File: src/source/ecc_defs.svh
// Macros for ECC data width, Hamming check-bit count and codeword width

`ifndef ECC_DEFS_SVH
`define ECC_DEFS_SVH

// Default data width of the protected register
`define ECC_DATA_WIDTH 32

// Smallest r with 2**r >= w + r + 1
// Each threshold is the largest width a given r still covers
// Widths up to 120 are listed, the register itself is used up to 64
`define ECC_HAMMING_BITS(w) \
  (((w) <=   1) ? 2 : \
   ((w) <=   4) ? 3 : \
   ((w) <=  11) ? 4 : \
   ((w) <=  26) ? 5 : \
   ((w) <=  57) ? 6 : \
   ((w) <= 120) ? 7 : 8)

// Systematic layout
// Data in the low bits, Hamming checks above, overall parity on top
`define ECC_CODE_WIDTH(w) ((w) + `ECC_HAMMING_BITS(w) + 1)

`endif

File: src/source/eccRegPkg.sv
// Package eccRegPkg with decode status and register update-source enums

`default_nettype none

package eccRegPkg;

  // Decoder verdict on the stored codeword
  typedef enum logic [1:0] {
    ECC_OK            = 2'd0,
    ECC_CORRECTED     = 2'd1,
    ECC_UNCORRECTABLE = 2'd2
  } eccStatusE;

  // What the storage register loads on the next edge
  typedef enum logic [1:0] {
    UPD_HOLD  = 2'd0,
    UPD_WRITE = 2'd1,
    UPD_SCRUB = 2'd2
  } eccUpdE;

endpackage

`default_nettype wire

File: src/source/eccDec.sv
// SEC-DED syndrome decoder module eccDec with correction and status output

`timescale 1ns/1ps
`default_nettype none

`include "ecc_defs.svh"

module eccDec #(
  parameter int unsigned DataWidth = `ECC_DATA_WIDTH,
  // Derived widths
  localparam int unsigned HamBits   = `ECC_HAMMING_BITS(DataWidth),
  localparam int unsigned CodeWidth = `ECC_CODE_WIDTH(DataWidth)
) (
  input  logic [CodeWidth-1:0] i_code,
  output logic [DataWidth-1:0] o_data,
  output eccRegPkg::eccStatusE o_status,
  output logic [CodeWidth-1:0] o_code
);

  // Highest Hamming position
  localparam int unsigned HamLen = DataWidth + HamBits;

  logic [DataWidth-1:0] dataIn;
  logic [HamBits-1:0]   checkIn;
  logic [HamBits-1:0]   syndrome;
  logic                 parityOdd;
  logic                 synInRange;
  logic [CodeWidth-1:0] flipMask;

  // Split the systematic word
  assign dataIn  = i_code[DataWidth-1:0];
  assign checkIn = i_code[DataWidth+HamBits-1:DataWidth];

  // Parity of the whole word is odd after an odd number of flips
  assign parityOdd = ^i_code;

  // Syndrome is the XOR of the positions of all set bits
  // A clean codeword gives zero
  always_comb begin
    int   dataIdx;
    int   chkIdx;
    logic posBit;
    syndrome = '0;
    dataIdx  = 0;
    chkIdx   = 0;
    for (int pos = 1; pos <= HamLen; pos++) begin
      if ((pos & (pos - 1)) == 0) begin
        posBit = checkIn[chkIdx];
        chkIdx++;
      end else begin
        posBit = dataIn[dataIdx];
        dataIdx++;
      end
      if (posBit) begin
        syndrome = syndrome ^ HamBits'(pos);
      end
    end
  end

  // Syndromes past the last position come from three or more flips
  assign synInRange = (int'(syndrome) <= int'(HamLen));

  // Classify the error
  always_comb begin
    if (!parityOdd) begin
      // Even parity with a nonzero syndrome is a double error
      o_status = (syndrome == '0) ? eccRegPkg::ECC_OK : eccRegPkg::ECC_UNCORRECTABLE;
    end else if (synInRange) begin
      o_status = eccRegPkg::ECC_CORRECTED;
    end else begin
      o_status = eccRegPkg::ECC_UNCORRECTABLE;
    end
  end

  // Map the syndrome position back onto the systematic layout
  always_comb begin
    int dataIdx;
    int chkIdx;
    flipMask = '0;
    dataIdx  = 0;
    chkIdx   = 0;
    if (o_status == eccRegPkg::ECC_CORRECTED) begin
      if (syndrome == '0) begin
        // Only the overall parity bit is wrong
        flipMask[CodeWidth-1] = 1'b1;
      end else begin
        for (int pos = 1; pos <= HamLen; pos++) begin
          if ((pos & (pos - 1)) == 0) begin
            if (int'(syndrome) == pos) begin
              flipMask[DataWidth+chkIdx] = 1'b1;
            end
            chkIdx++;
          end else begin
            if (int'(syndrome) == pos) begin
              flipMask[dataIdx] = 1'b1;
            end
            dataIdx++;
          end
        end
      end
    end
  end

  // Mask is empty unless a single error was found
  assign o_code = i_code ^ flipMask;
  assign o_data = o_code[DataWidth-1:0];

  // A correction flips exactly one stored bit, any other status flips none
  always_comb begin
    assert ((o_status == eccRegPkg::ECC_CORRECTED) ? $onehot(flipMask) : (flipMask == '0))
      else $error("eccDec: flip mask does not match status %0d", o_status);
  end

endmodule

`default_nettype wire

File: src/source/eccEnc.sv
// Combinational extended Hamming encoder module eccEnc with systematic output

`timescale 1ns/1ps
`default_nettype none

`include "ecc_defs.svh"

module eccEnc #(
  parameter int unsigned DataWidth = `ECC_DATA_WIDTH,
  // Derived widths
  localparam int unsigned HamBits   = `ECC_HAMMING_BITS(DataWidth),
  localparam int unsigned CodeWidth = `ECC_CODE_WIDTH(DataWidth)
) (
  input  logic [DataWidth-1:0] i_data,
  output logic [CodeWidth-1:0] o_code
);

  // Highest Hamming position with positions counting from 1
  localparam int unsigned HamLen = DataWidth + HamBits;

  logic [HamBits-1:0] checkBits;
  logic               overallBit;

  // Walk the Hamming positions in order
  // Data bits fill the non power-of-two slots from bit 0 upward
  always_comb begin
    int dataIdx;
    checkBits = '0;
    dataIdx   = 0;
    for (int pos = 1; pos <= HamLen; pos++) begin
      // Power-of-two slots belong to the check bits
      if ((pos & (pos - 1)) != 0) begin
        // Check bit j covers every position with bit j set
        for (int j = 0; j < HamBits; j++) begin
          if (pos[j]) begin
            checkBits[j] = checkBits[j] ^ i_data[dataIdx];
          end
        end
        dataIdx++;
      end
    end
  end

  // Overall parity over data and checks
  // Makes the full codeword even, which gives distance 4
  assign overallBit = ^{checkBits, i_data};

  // Systematic layout keeps the data readable in the low bits
  assign o_code = {overallBit, checkBits, i_data};

endmodule

`default_nettype wire

File: src/source/eccReg.sv
// Codeword storage module eccReg with write, fault injection, scrub and error count

`timescale 1ns/1ps
`default_nettype none

`include "ecc_defs.svh"

module eccReg #(
  parameter int unsigned DataWidth = `ECC_DATA_WIDTH,
  localparam int unsigned CodeWidth = `ECC_CODE_WIDTH(DataWidth)
) (
  input  logic                 i_clk,
  input  logic                 i_arstN,
  input  logic                 i_wrStrobe,
  input  logic [CodeWidth-1:0] i_wrCode,
  input  logic                 i_faultStrobe,
  input  logic [CodeWidth-1:0] i_faultMask,
  input  logic                 i_scrubEn,
  input  eccRegPkg::eccStatusE i_status,
  input  logic [CodeWidth-1:0] i_fixedCode,
  output logic [CodeWidth-1:0] o_code,
  output logic [7:0]           o_errCount
);

  eccRegPkg::eccUpdE    updSel;
  logic [CodeWidth-1:0] loadCode;
  logic [CodeWidth-1:0] nextCode;
  logic                 errSeen;

  // Write wins over scrub
  // Uncorrectable words are left alone until rewritten
  always_comb begin
    if (i_wrStrobe) begin
      updSel = eccRegPkg::UPD_WRITE;
    end else if (i_scrubEn && (i_status == eccRegPkg::ECC_CORRECTED)) begin
      updSel = eccRegPkg::UPD_SCRUB;
    end else begin
      updSel = eccRegPkg::UPD_HOLD;
    end
  end

  always_comb begin
    case (updSel)
      eccRegPkg::UPD_WRITE: loadCode = i_wrCode;
      eccRegPkg::UPD_SCRUB: loadCode = i_fixedCode;
      default:              loadCode = o_code;
    endcase
  end

  // Fault mask lands on top of whatever is loaded or held
  assign nextCode = i_faultStrobe ? (loadCode ^ i_faultMask) : loadCode;

  // Reset value is the codeword of zero, which is all zeros
  always_ff @(posedge i_clk or negedge i_arstN) begin
    if (!i_arstN) begin
      o_code <= '0;
    end else begin
      o_code <= nextCode;
    end
  end

  // Every cycle ends in a load or a hold, so count each bad status cycle
  assign errSeen = (i_status != eccRegPkg::ECC_OK);

  // Saturating event counter
  always_ff @(posedge i_clk or negedge i_arstN) begin
    if (!i_arstN) begin
      o_errCount <= 8'd0;
    end else if (errSeen && (o_errCount != 8'hFF)) begin
      o_errCount <= o_errCount + 8'd1;
    end
  end

  // Uncorrectable word is held untouched until a write or a fault
  assert property (@(posedge i_clk) disable iff (!i_arstN)
    ((i_status == eccRegPkg::ECC_UNCORRECTABLE) && !i_wrStrobe && !i_faultStrobe)
      |=> $stable(o_code))
    else $error("eccReg: uncorrectable word changed without a write");

  // Clean scrub leaves a clean codeword one edge later
  assert property (@(posedge i_clk) disable iff (!i_arstN)
    ((updSel == eccRegPkg::UPD_SCRUB) && !i_faultStrobe) |=> (i_status == eccRegPkg::ECC_OK))
    else $error("eccReg: status not OK after scrub write-back");

endmodule

`default_nettype wire

File: src/source/eccRegTop.sv
// Top module eccRegTop joining the encoder, storage register and decoder

`timescale 1ns/1ps
`default_nettype none

`include "ecc_defs.svh"

module eccRegTop #(
  parameter int unsigned DataWidth = `ECC_DATA_WIDTH,
  localparam int unsigned CodeWidth = `ECC_CODE_WIDTH(DataWidth)
) (
  input  logic                 i_clk,
  input  logic                 i_arstN,
  input  logic                 i_wrStrobe,
  input  logic [DataWidth-1:0] i_wrData,
  input  logic                 i_faultStrobe,
  input  logic [CodeWidth-1:0] i_faultMask,
  input  logic                 i_scrubEn,
  output logic [DataWidth-1:0] o_rdData,
  output eccRegPkg::eccStatusE o_status,
  output logic [7:0]           o_errCount
);

  // Codeword paths between the three blocks
  logic [CodeWidth-1:0] wrCode;
  logic [CodeWidth-1:0] storedCode;
  logic [CodeWidth-1:0] fixedCode;

  // Write side encoder
  eccEnc #(
    .DataWidth (DataWidth)
  ) uEnc (
    .i_data (i_wrData),
    .o_code (wrCode)
  );

  // Storage with fault injection and scrub
  eccReg #(
    .DataWidth (DataWidth)
  ) uReg (
    .i_clk         (i_clk),
    .i_arstN       (i_arstN),
    .i_wrStrobe    (i_wrStrobe),
    .i_wrCode      (wrCode),
    .i_faultStrobe (i_faultStrobe),
    .i_faultMask   (i_faultMask),
    .i_scrubEn     (i_scrubEn),
    .i_status      (o_status),
    .i_fixedCode   (fixedCode),
    .o_code        (storedCode),
    .o_errCount    (o_errCount)
  );

  // Read side decoder, runs continuously on the stored word
  eccDec #(
    .DataWidth (DataWidth)
  ) uDec (
    .i_code   (storedCode),
    .o_data   (o_rdData),
    .o_status (o_status),
    .o_code   (fixedCode)
  );

endmodule

`default_nettype wire

File: config.mk
export PLATFORM = sky130hd
export DESIGN_NAME = eccRegTop
export DESIGN_NICKNAME = d
export VERILOG_FILES = /design/src/source/eccRegPkg.sv /design/src/source/eccDec.sv /design/src/source/eccEnc.sv /design/src/source/eccReg.sv /design/src/source/eccRegTop.sv
export VERILOG_INCLUDE_DIRS = /design/src /design/src/source
export SDC_FILE = /design/constraint.sdc
export NUM_CORES = 1
export LEC_CHECK = 0
export BUFFER_PORTS_ARGS = -buffer_cell sky130_fd_sc_hd__buf_2
export CORE_ASPECT_RATIO = 0.5
export CORE_MARGIN = 2
export CORE_UTILIZATION = 55
export DETAILED_ROUTE_END_ITERATION = 12
export MAX_ROUTING_LAYER = met4
export PLACE_DENSITY = 0.84
export SLEW_MARGIN = 20
export SYNTH_ARGS = -nofsm -noshare
export SYNTH_HDL_FRONTEND = slang
export SYNTH_HIERARCHICAL = 1
export SYNTH_SLANG_ARGS = --single-unit
File: constraint.sdc
create_clock -name i_clk -period 4.5 [get_ports i_clk]
set_input_delay 0.675 -clock i_clk [delete_from_list [all_inputs] [get_ports i_clk]]
set_output_delay 0.675 -clock i_clk [all_outputs]
set_load 0.05 [all_outputs]
# ---- After elaboration in Yosys (flattened, before gate mapping)
# Index checks and enable logic that the tools add are counted.
dict set report word_totals {
  output_inout_bits 42
  ramBits 0
  latch_bits 0
  wordCells 673
  romBits 0
  n_memories 0
  regBits 47
}
dict set report classes {
  bitwise_logic 160
  n_eq_ne 42
  order_cmp 75
  multipliers 0
  addsub 41
  reduce_logical 43
  n_div 0
  muxes 310
  shift 0
}
# operator n
set ops {}
lappend ops {{two-way mux 39 bit} 111}
lappend ops {{two-way mux 32 bit} 74}
lappend ops {{OR 39 bit} 36}
lappend ops {{greater-or-equal comparator 32 x 1 -> 1 bit, second input constant} 37}
lappend ops {{adder 32 x 2 -> 32 bit, second input constant} 35}
lappend ops {{< comparator 32 x 8 -> 1 bit, second input constant} 32}
lappend ops {{demux 1 bit (select 6 bit)} 37}
lappend ops {{adder 6 x 32 -> 32 bit, first input constant} 5}
lappend ops {{< comparator 32 x 7 -> 1 bit, second input constant} 5}
lappend ops {{== test 6 bit, second input constant} 23}
lappend ops {{bitwise XOR 1 bit} 84}
lappend ops {{two-way mux 5 bit} 16}
lappend ops {{one-hot mux 39 bit (2 select lines)} 1}
lappend ops {{bitwise XOR 39 bit} 2}
lappend ops {{== test 6 x 5 -> 1 bit, second input constant} 8}
lappend ops {{two-way mux 1 bit} 44}
lappend ops {{two-way mux 6 bit} 7}
lappend ops {{logical AND 1 bit} 39}
lappend ops {{inverter 3 bit} 13}
lappend ops {{OR 33 x 39 -> 39 bit} 1}
lappend ops {{parity 39 bit} 1}
lappend ops {{two-way mux 38 bit} 1}
lappend ops {{parity 38 bit} 1}
lappend ops {{two-way mux 4 bit} 8}
lappend ops {{other kinds (16)} 50}

# ---- Logic depth before layout (Yosys ltp)
dict set report logic_depth {
  ltp_word 232
  mapped_depth 12
  mapped_depth_nobuf 10
}

# ---- By module
# The synthesis kept the hierarchy.
# module instances area_per_inst_um2 cells_each
set by_module_without_submodules {}
lappend by_module_without_submodules {eccReg 1 4145.2 435}
lappend by_module_without_submodules {eccDec 1 2103.3 215}
lappend by_module_without_submodules {eccEnc 1 954.7 87}

# ---- Least setup slack after synthesis
# OpenSTA, ideal clock, no wires.
dict set report synth_timing {
  path_type {register -> register}
  from {reg uReg.o_code[7]}
  to {reg uReg.o_code[28]}
  path_buffers 3
  t_arrival_ns 3.950
  path_stages_with_launch 12
  setup_slack_ns 0.424
  period_less_slack_ns 4.076
  required_time_ns 4.374
  path_cell_list {dfrtp_1 xnor2_1 xnor2_1 xnor2_2 xnor3_2 xnor2_2 buf_4 nor2_1 nand3b_1 buf_2 buf_1 a311o_1}
}
# item line_no
set synth_lines {}
lappend synth_lines {{start: declaration} eccReg.sv:21} ;# output logic [CodeWidth-1:0] o_code,
lappend synth_lines {{start signal: assignment} eccReg.sv:58} ;# o_code <= nextCode;
lappend synth_lines {{two-way mux 4 bit} eccDec.sv:54} ;# if (posBit) begin
lappend synth_lines {{inverter 3 bit (no line)} -}
lappend synth_lines {{two-way mux 4 bit} eccDec.sv:54}
lappend synth_lines {{inverter 3 bit (no line)} -}
lappend synth_lines {{two-way mux 4 bit} eccDec.sv:54}
lappend synth_lines {{inverter 4 bit (no line)} -}
lappend synth_lines {{two-way mux 4 bit} eccDec.sv:54}
lappend synth_lines {{two-way mux 5 bit (4 in series)} eccDec.sv:54}
lappend synth_lines {{[... 33 more ...]} -}
lappend synth_lines {{via o_status[0]} eccRegTop.sv:20} ;# output eccRegPkg::eccStatusE o_status,
lappend synth_lines {{[... 1 more ...]} -}
lappend synth_lines {{logical AND 1 bit} eccReg.sv:35} ;# end else if (i_scrubEn && (i_status == eccRegPkg::ECC_CORRECTED)) begin
lappend synth_lines {{two-way mux 2 bit} eccReg.sv:35}
lappend synth_lines {{two-way mux 2 bit} eccReg.sv:33} ;# if (i_wrStrobe) begin
lappend synth_lines {{== test 2 bit or == test 2 x 1 -> 1 bit (tied branches)} eccReg.sv:43} ;# case (updSel)
lappend synth_lines {{one-hot mux 39 bit (2 select lines) *} eccReg.sv:43}
lappend synth_lines {{bitwise XOR 39 bit} eccReg.sv:51} ;# assign nextCode = i_faultStrobe ? (loadCode ^ i_faultMask) : loadCode;
lappend synth_lines {{two-way mux 39 bit *} eccReg.sv:51}
lappend synth_lines {{via uReg.nextCode[28]} eccReg.sv:27} ;# logic [CodeWidth-1:0] nextCode;
# The timed path passes the listed nets; every way through them passes the cells marked *. The select of a mux whose other input is x is not followed.
# A chain may end at the register's enable or synchronous reset.

# ---- Worst setup path in the final report
dict set report layout_timing {
  from {reg uReg.o_code[19]}
  to {out o_rdData[15]}
}
dict set report layout_between {
  elab_chain_len 169
}
# item line_no
set layout_lines {}
lappend layout_lines {{two-way mux 5 bit} eccDec.sv:54}
lappend layout_lines {{two-way mux 5 bit or inverter 3 bit (tied branches)} -}
lappend layout_lines {{inverter 4 bit (no line) or two-way mux 5 bit (tied branches)} -}
lappend layout_lines {{two-way mux 5 bit or inverter 4 bit (tied branches)} -}
lappend layout_lines {{two-way mux 5 bit} eccDec.sv:54}
lappend layout_lines {{inverter 4 bit (no line) or inverter 3 bit (tied branches)} -}
lappend layout_lines {{two-way mux 5 bit} eccDec.sv:54}
lappend layout_lines {{two-way mux 5 bit or inverter 4 bit (tied branches)} -}
lappend layout_lines {{[... 153 more ...]} -}
lappend layout_lines {{two-way mux 39 bit} eccDec.sv:94} ;# if (int'(syndrome) == pos) begin
lappend layout_lines {{two-way mux 39 bit} eccDec.sv:83} ;# if (syndrome == '0) begin
lappend layout_lines {{two-way mux 39 bit} eccDec.sv:82} ;# if (o_status == eccRegPkg::ECC_CORRECTED) begin
lappend layout_lines {{OR 39 bit (no line)} -}
lappend layout_lines {{two-way mux 39 bit} eccDec.sv:94}
lappend layout_lines {{two-way mux 38 bit} eccDec.sv:83}
lappend layout_lines {{two-way mux 39 bit *} eccDec.sv:82}
lappend layout_lines {{bitwise XOR 39 bit *} eccDec.sv:105} ;# assign o_code = i_code ^ flipMask;
lappend layout_lines {{end: declaration} eccRegTop.sv:19} ;# output logic [DataWidth-1:0] o_rdData,
# Every way passes the cells marked *; elsewhere a longest branch is shown, timed or not. The select of a mux whose other input is x is not followed.

==> flow_metrics.env <==
export IMPL_final_antenna_net_count=0
export IMPL_crit_path_start_kind="flop"
export IMPL_row_count=29
export IMPL_syn_area_um2=7200
export IMPL_avgSynthCellArea_um2=9.77
export IMPL_tightest_slew_ns=1.02
export IMPL_clk_pin_slew_ns=0.08
export IMPL_cts_hold_buf=0
export IMPL_grt_ovfl_total=0
export IMPL_synth_top_area_cell="dfrtp_1"
export IMPL_fillers=1117
export IMPL_path_delay_family="XOR/XNOR gates"
export IMPL_synth_edf_count=0
export IMPL_nNetsFinal=829
export IMPL_die_area_um2=14100
export IMPL_crit_path_top_delay_cell="nor4_2"
export IMPL_yosysSeqAreaShare_pct=16.3
export IMPL_cp_num_buf_inv=1
export IMPL_grt_pass1_vias=5852
export IMPL_cts_buffers=5
export IMPL_syn_to_final_growth_pct=3.98
export IMPL_via_per_inst=6.87
export IMPL_endpoint_kind="output pin"
export IMPL_drt_initial_drc_count=836
export IMPL_drv_cap=0
export IMPL_vias=6339
export IMPL_grt_max_degree=94
export IMPL_grt_pass1_wl_mm=32.0
export IMPL_initial_core_util_pct=56.6
export IMPL_clock_latency_ns=0.31
export IMPL_synthesis_nets=814
export IMPL_post_synth_top_count_cell="xnor2_1"
export IMPL_cts_max_path_buffers=2
export IMPL_core_region_area_um2=12700
export IMPL_critPathRequiredTime_ns=3.83
export IMPL_diodes=0
export IMPL_ios=118
export IMPL_synth_common_cells="xnor2_1, and4b_1, buf_4"
export IMPL_die_x_um=166
export IMPL_gp_congestion=0.925
export IMPL_cpPeakStageDelay_ns=0.55
export IMPL_hold_viol=0
export IMPL_io_buffers=117
export IMPL_drt_first_pass_iters=6
export IMPL_die_h_um=84.9
export IMPL_finalCritPeriodShare_pct=97.0
export IMPL_cp_max_fo=8
export IMPL_status="completed"
export IMPL_syn_inst=737
export IMPL_post_drt_wl_per_cell_um=22.6
export IMPL_async_flop_share_pct=100
export IMPL_path_common_cell="xnor2_1"
export IMPL_ys_seq_elements=47
export IMPL_finalMaxSlewViolations=0
export IMPL_skew_ns=0.0141
export IMPL_antenna_found_initial=0
export IMPL_synthFlopType="dfrtp_1"
export IMPL_wl_mm=20.9
export IMPL_clock_sinks=47
export IMPL_multi_input_area_um2=5240
export IMPL_crit_type="flop to output pin"
export IMPL_hpwl_mm=15.5
export IMPL_synth_top_area_share_pct=16.3
export IMPL_fin_area_um2=7490
export IMPL_max_freq_ghz=0.229
export IMPL_timing_slew_headroom_pct=32.2
export IMPL_synth_cell_type_count=46
export IMPL_period_needed_ns=4.37
export IMPL_cts_htree_levels=2
export IMPL_seq_area_um2=1180
export IMPL_synthTopCellsByArea="dfrtp_1, and4b_1, xnor2_1"
export IMPL_track_usage_pct=29.6
export IMPL_cts_root_buf="clkbuf_16"
export IMPL_hold_path_class="input pin to asynchronous set/reset pin"
export IMPL_drc=0
export IMPL_cts_tree="built"
export IMPL_drive_gt1_share_pct=25.5
export IMPL_setup_violations=0
export IMPL_crit_chain="xnor2_1, xnor3_2, xnor2_4, xor2_4, nor4_2, nand3_1, xnor2_1, buf_2"
export IMPL_critPathArrivalTime_ns=3.69
export IMPL_place_area_um2=7300
export IMPL_synth_warnings=6
==> cells by family (layout without fill, tap and decap cells) <==
family                   Yosys count  count (layout)  share of synthesized area [%]
buffers and inverters            121             137                           11.3
multiplexers                       3               3                          0.469
flip-flops                        47              47                           16.3
AND/OR/NAND/NOR                  232             232                           23.1
AO/OA/AOI/OAI                    168             168                           19.5
adder cells (fa/ha/maj)            1               1                          0.174
XOR/XNOR                         165             165                           29.1
==> state kept, by name, summed over array words and instances, names as in the netlist <==
signal           count
uReg/o_code         39
uReg/o_errCount      8
==> cells in the final DEF (no fill, tap or decap), drive strengths merged, types with 5 or more instances in the layout <==
| cell | n |
|---|---|
| nand4 | 5 |
| nor3 | 22 |
| a311o | 39 |
| a21oi | 40 |
| nor4 | 6 |
| and2 | 40 |
| clkbuf | 5 |
| nand2 | 44 |
| buf | 129 |
| a2111oi | 39 |
| nand3 | 26 |
| a221o | 39 |
| and4b | 78 |
| xor2 | 40 |
| xnor2 | 100 |
| dfrtp | 47 |
| xnor3 | 25 |
==> through the flow <==
step | setup TNS (ns) | util, % | instances | hold WS, ns | worst slack (ns)
after global placement | 0 | 57.3 | 915 | 0.502 | 0.400
after detailed placement | 0 | 57.3 | 915 | 0.520 | 0.351
after floorplan | 0 | - | 737 | 0.379 | 0.424
after global routing | -0.00261 | 58.8 | 923 | 0.533 | -0.00261
final | 0 | 58.8 | 923 | 0.476 | 0.133
after CTS | 0 | 58.6 | 923 | 0.499 | 0.0777
==> worst register-to-register path: cells and delay by family (launching register included) <==
kind,cells,cell delay [ns]
xor gates and xnor gates,4,1.46
and+or+nand+nor,3,1.08
AOI/OAI and AO/OA,3,0.94
DFF,1,0.50
buffers and inverters,1,0.27
==> final cells by class <==
type,instances,area share [%]
Clock buffer,5,1.67
Sequential cell,47,15.7
Multi-Input combinational cell,569,69.9
Timing Repair Buffer,129,9.22
Clock inverter,3,0.618
Tap cell,170,2.84
==> final timing paths <==
kind / slack [ns] / startpoint / endpoint / cells after the start
setup reg to reg: 0.20 / uReg/o_code[0] / uReg/o_code[11] / 11
hold / removal: 0.48 / i_arstN / uReg/o_errCount[5] / 2
setup / recovery: 0.13 / uReg/o_code[19] / o_rdData[15] / 8
max in group asynchronous: 3.53 / i_arstN / uReg/o_code[20] / 2
hold reg to reg: 0.53 / uReg/o_errCount[7] / uReg/o_errCount[7] / 1
min in group i_clk: 0.53 / uReg/o_errCount[7] / uReg/o_errCount[7] / 1
==> layer usage <==
layer	GRT usage [%]	share of wire, %	routed length, um
met5	-	0	0
met4	10.4	3.4	701
met3	5.50	9.2	1930
met2	43.1	44	9110
met1	41.4	44	9150
==> what timing repair did <==
action | 4_1_cts | 5_1_grt
gates resized for setup | 0 | 2
buffers inserted | 0 | 0
hold endpoints to repair | 0 | 0
setup endpoints to repair | 0 | 9
Power is left out: the tool's default activity adds up to more than one toggle a clock period on the data nets, which glitch-free logic cannot reach.
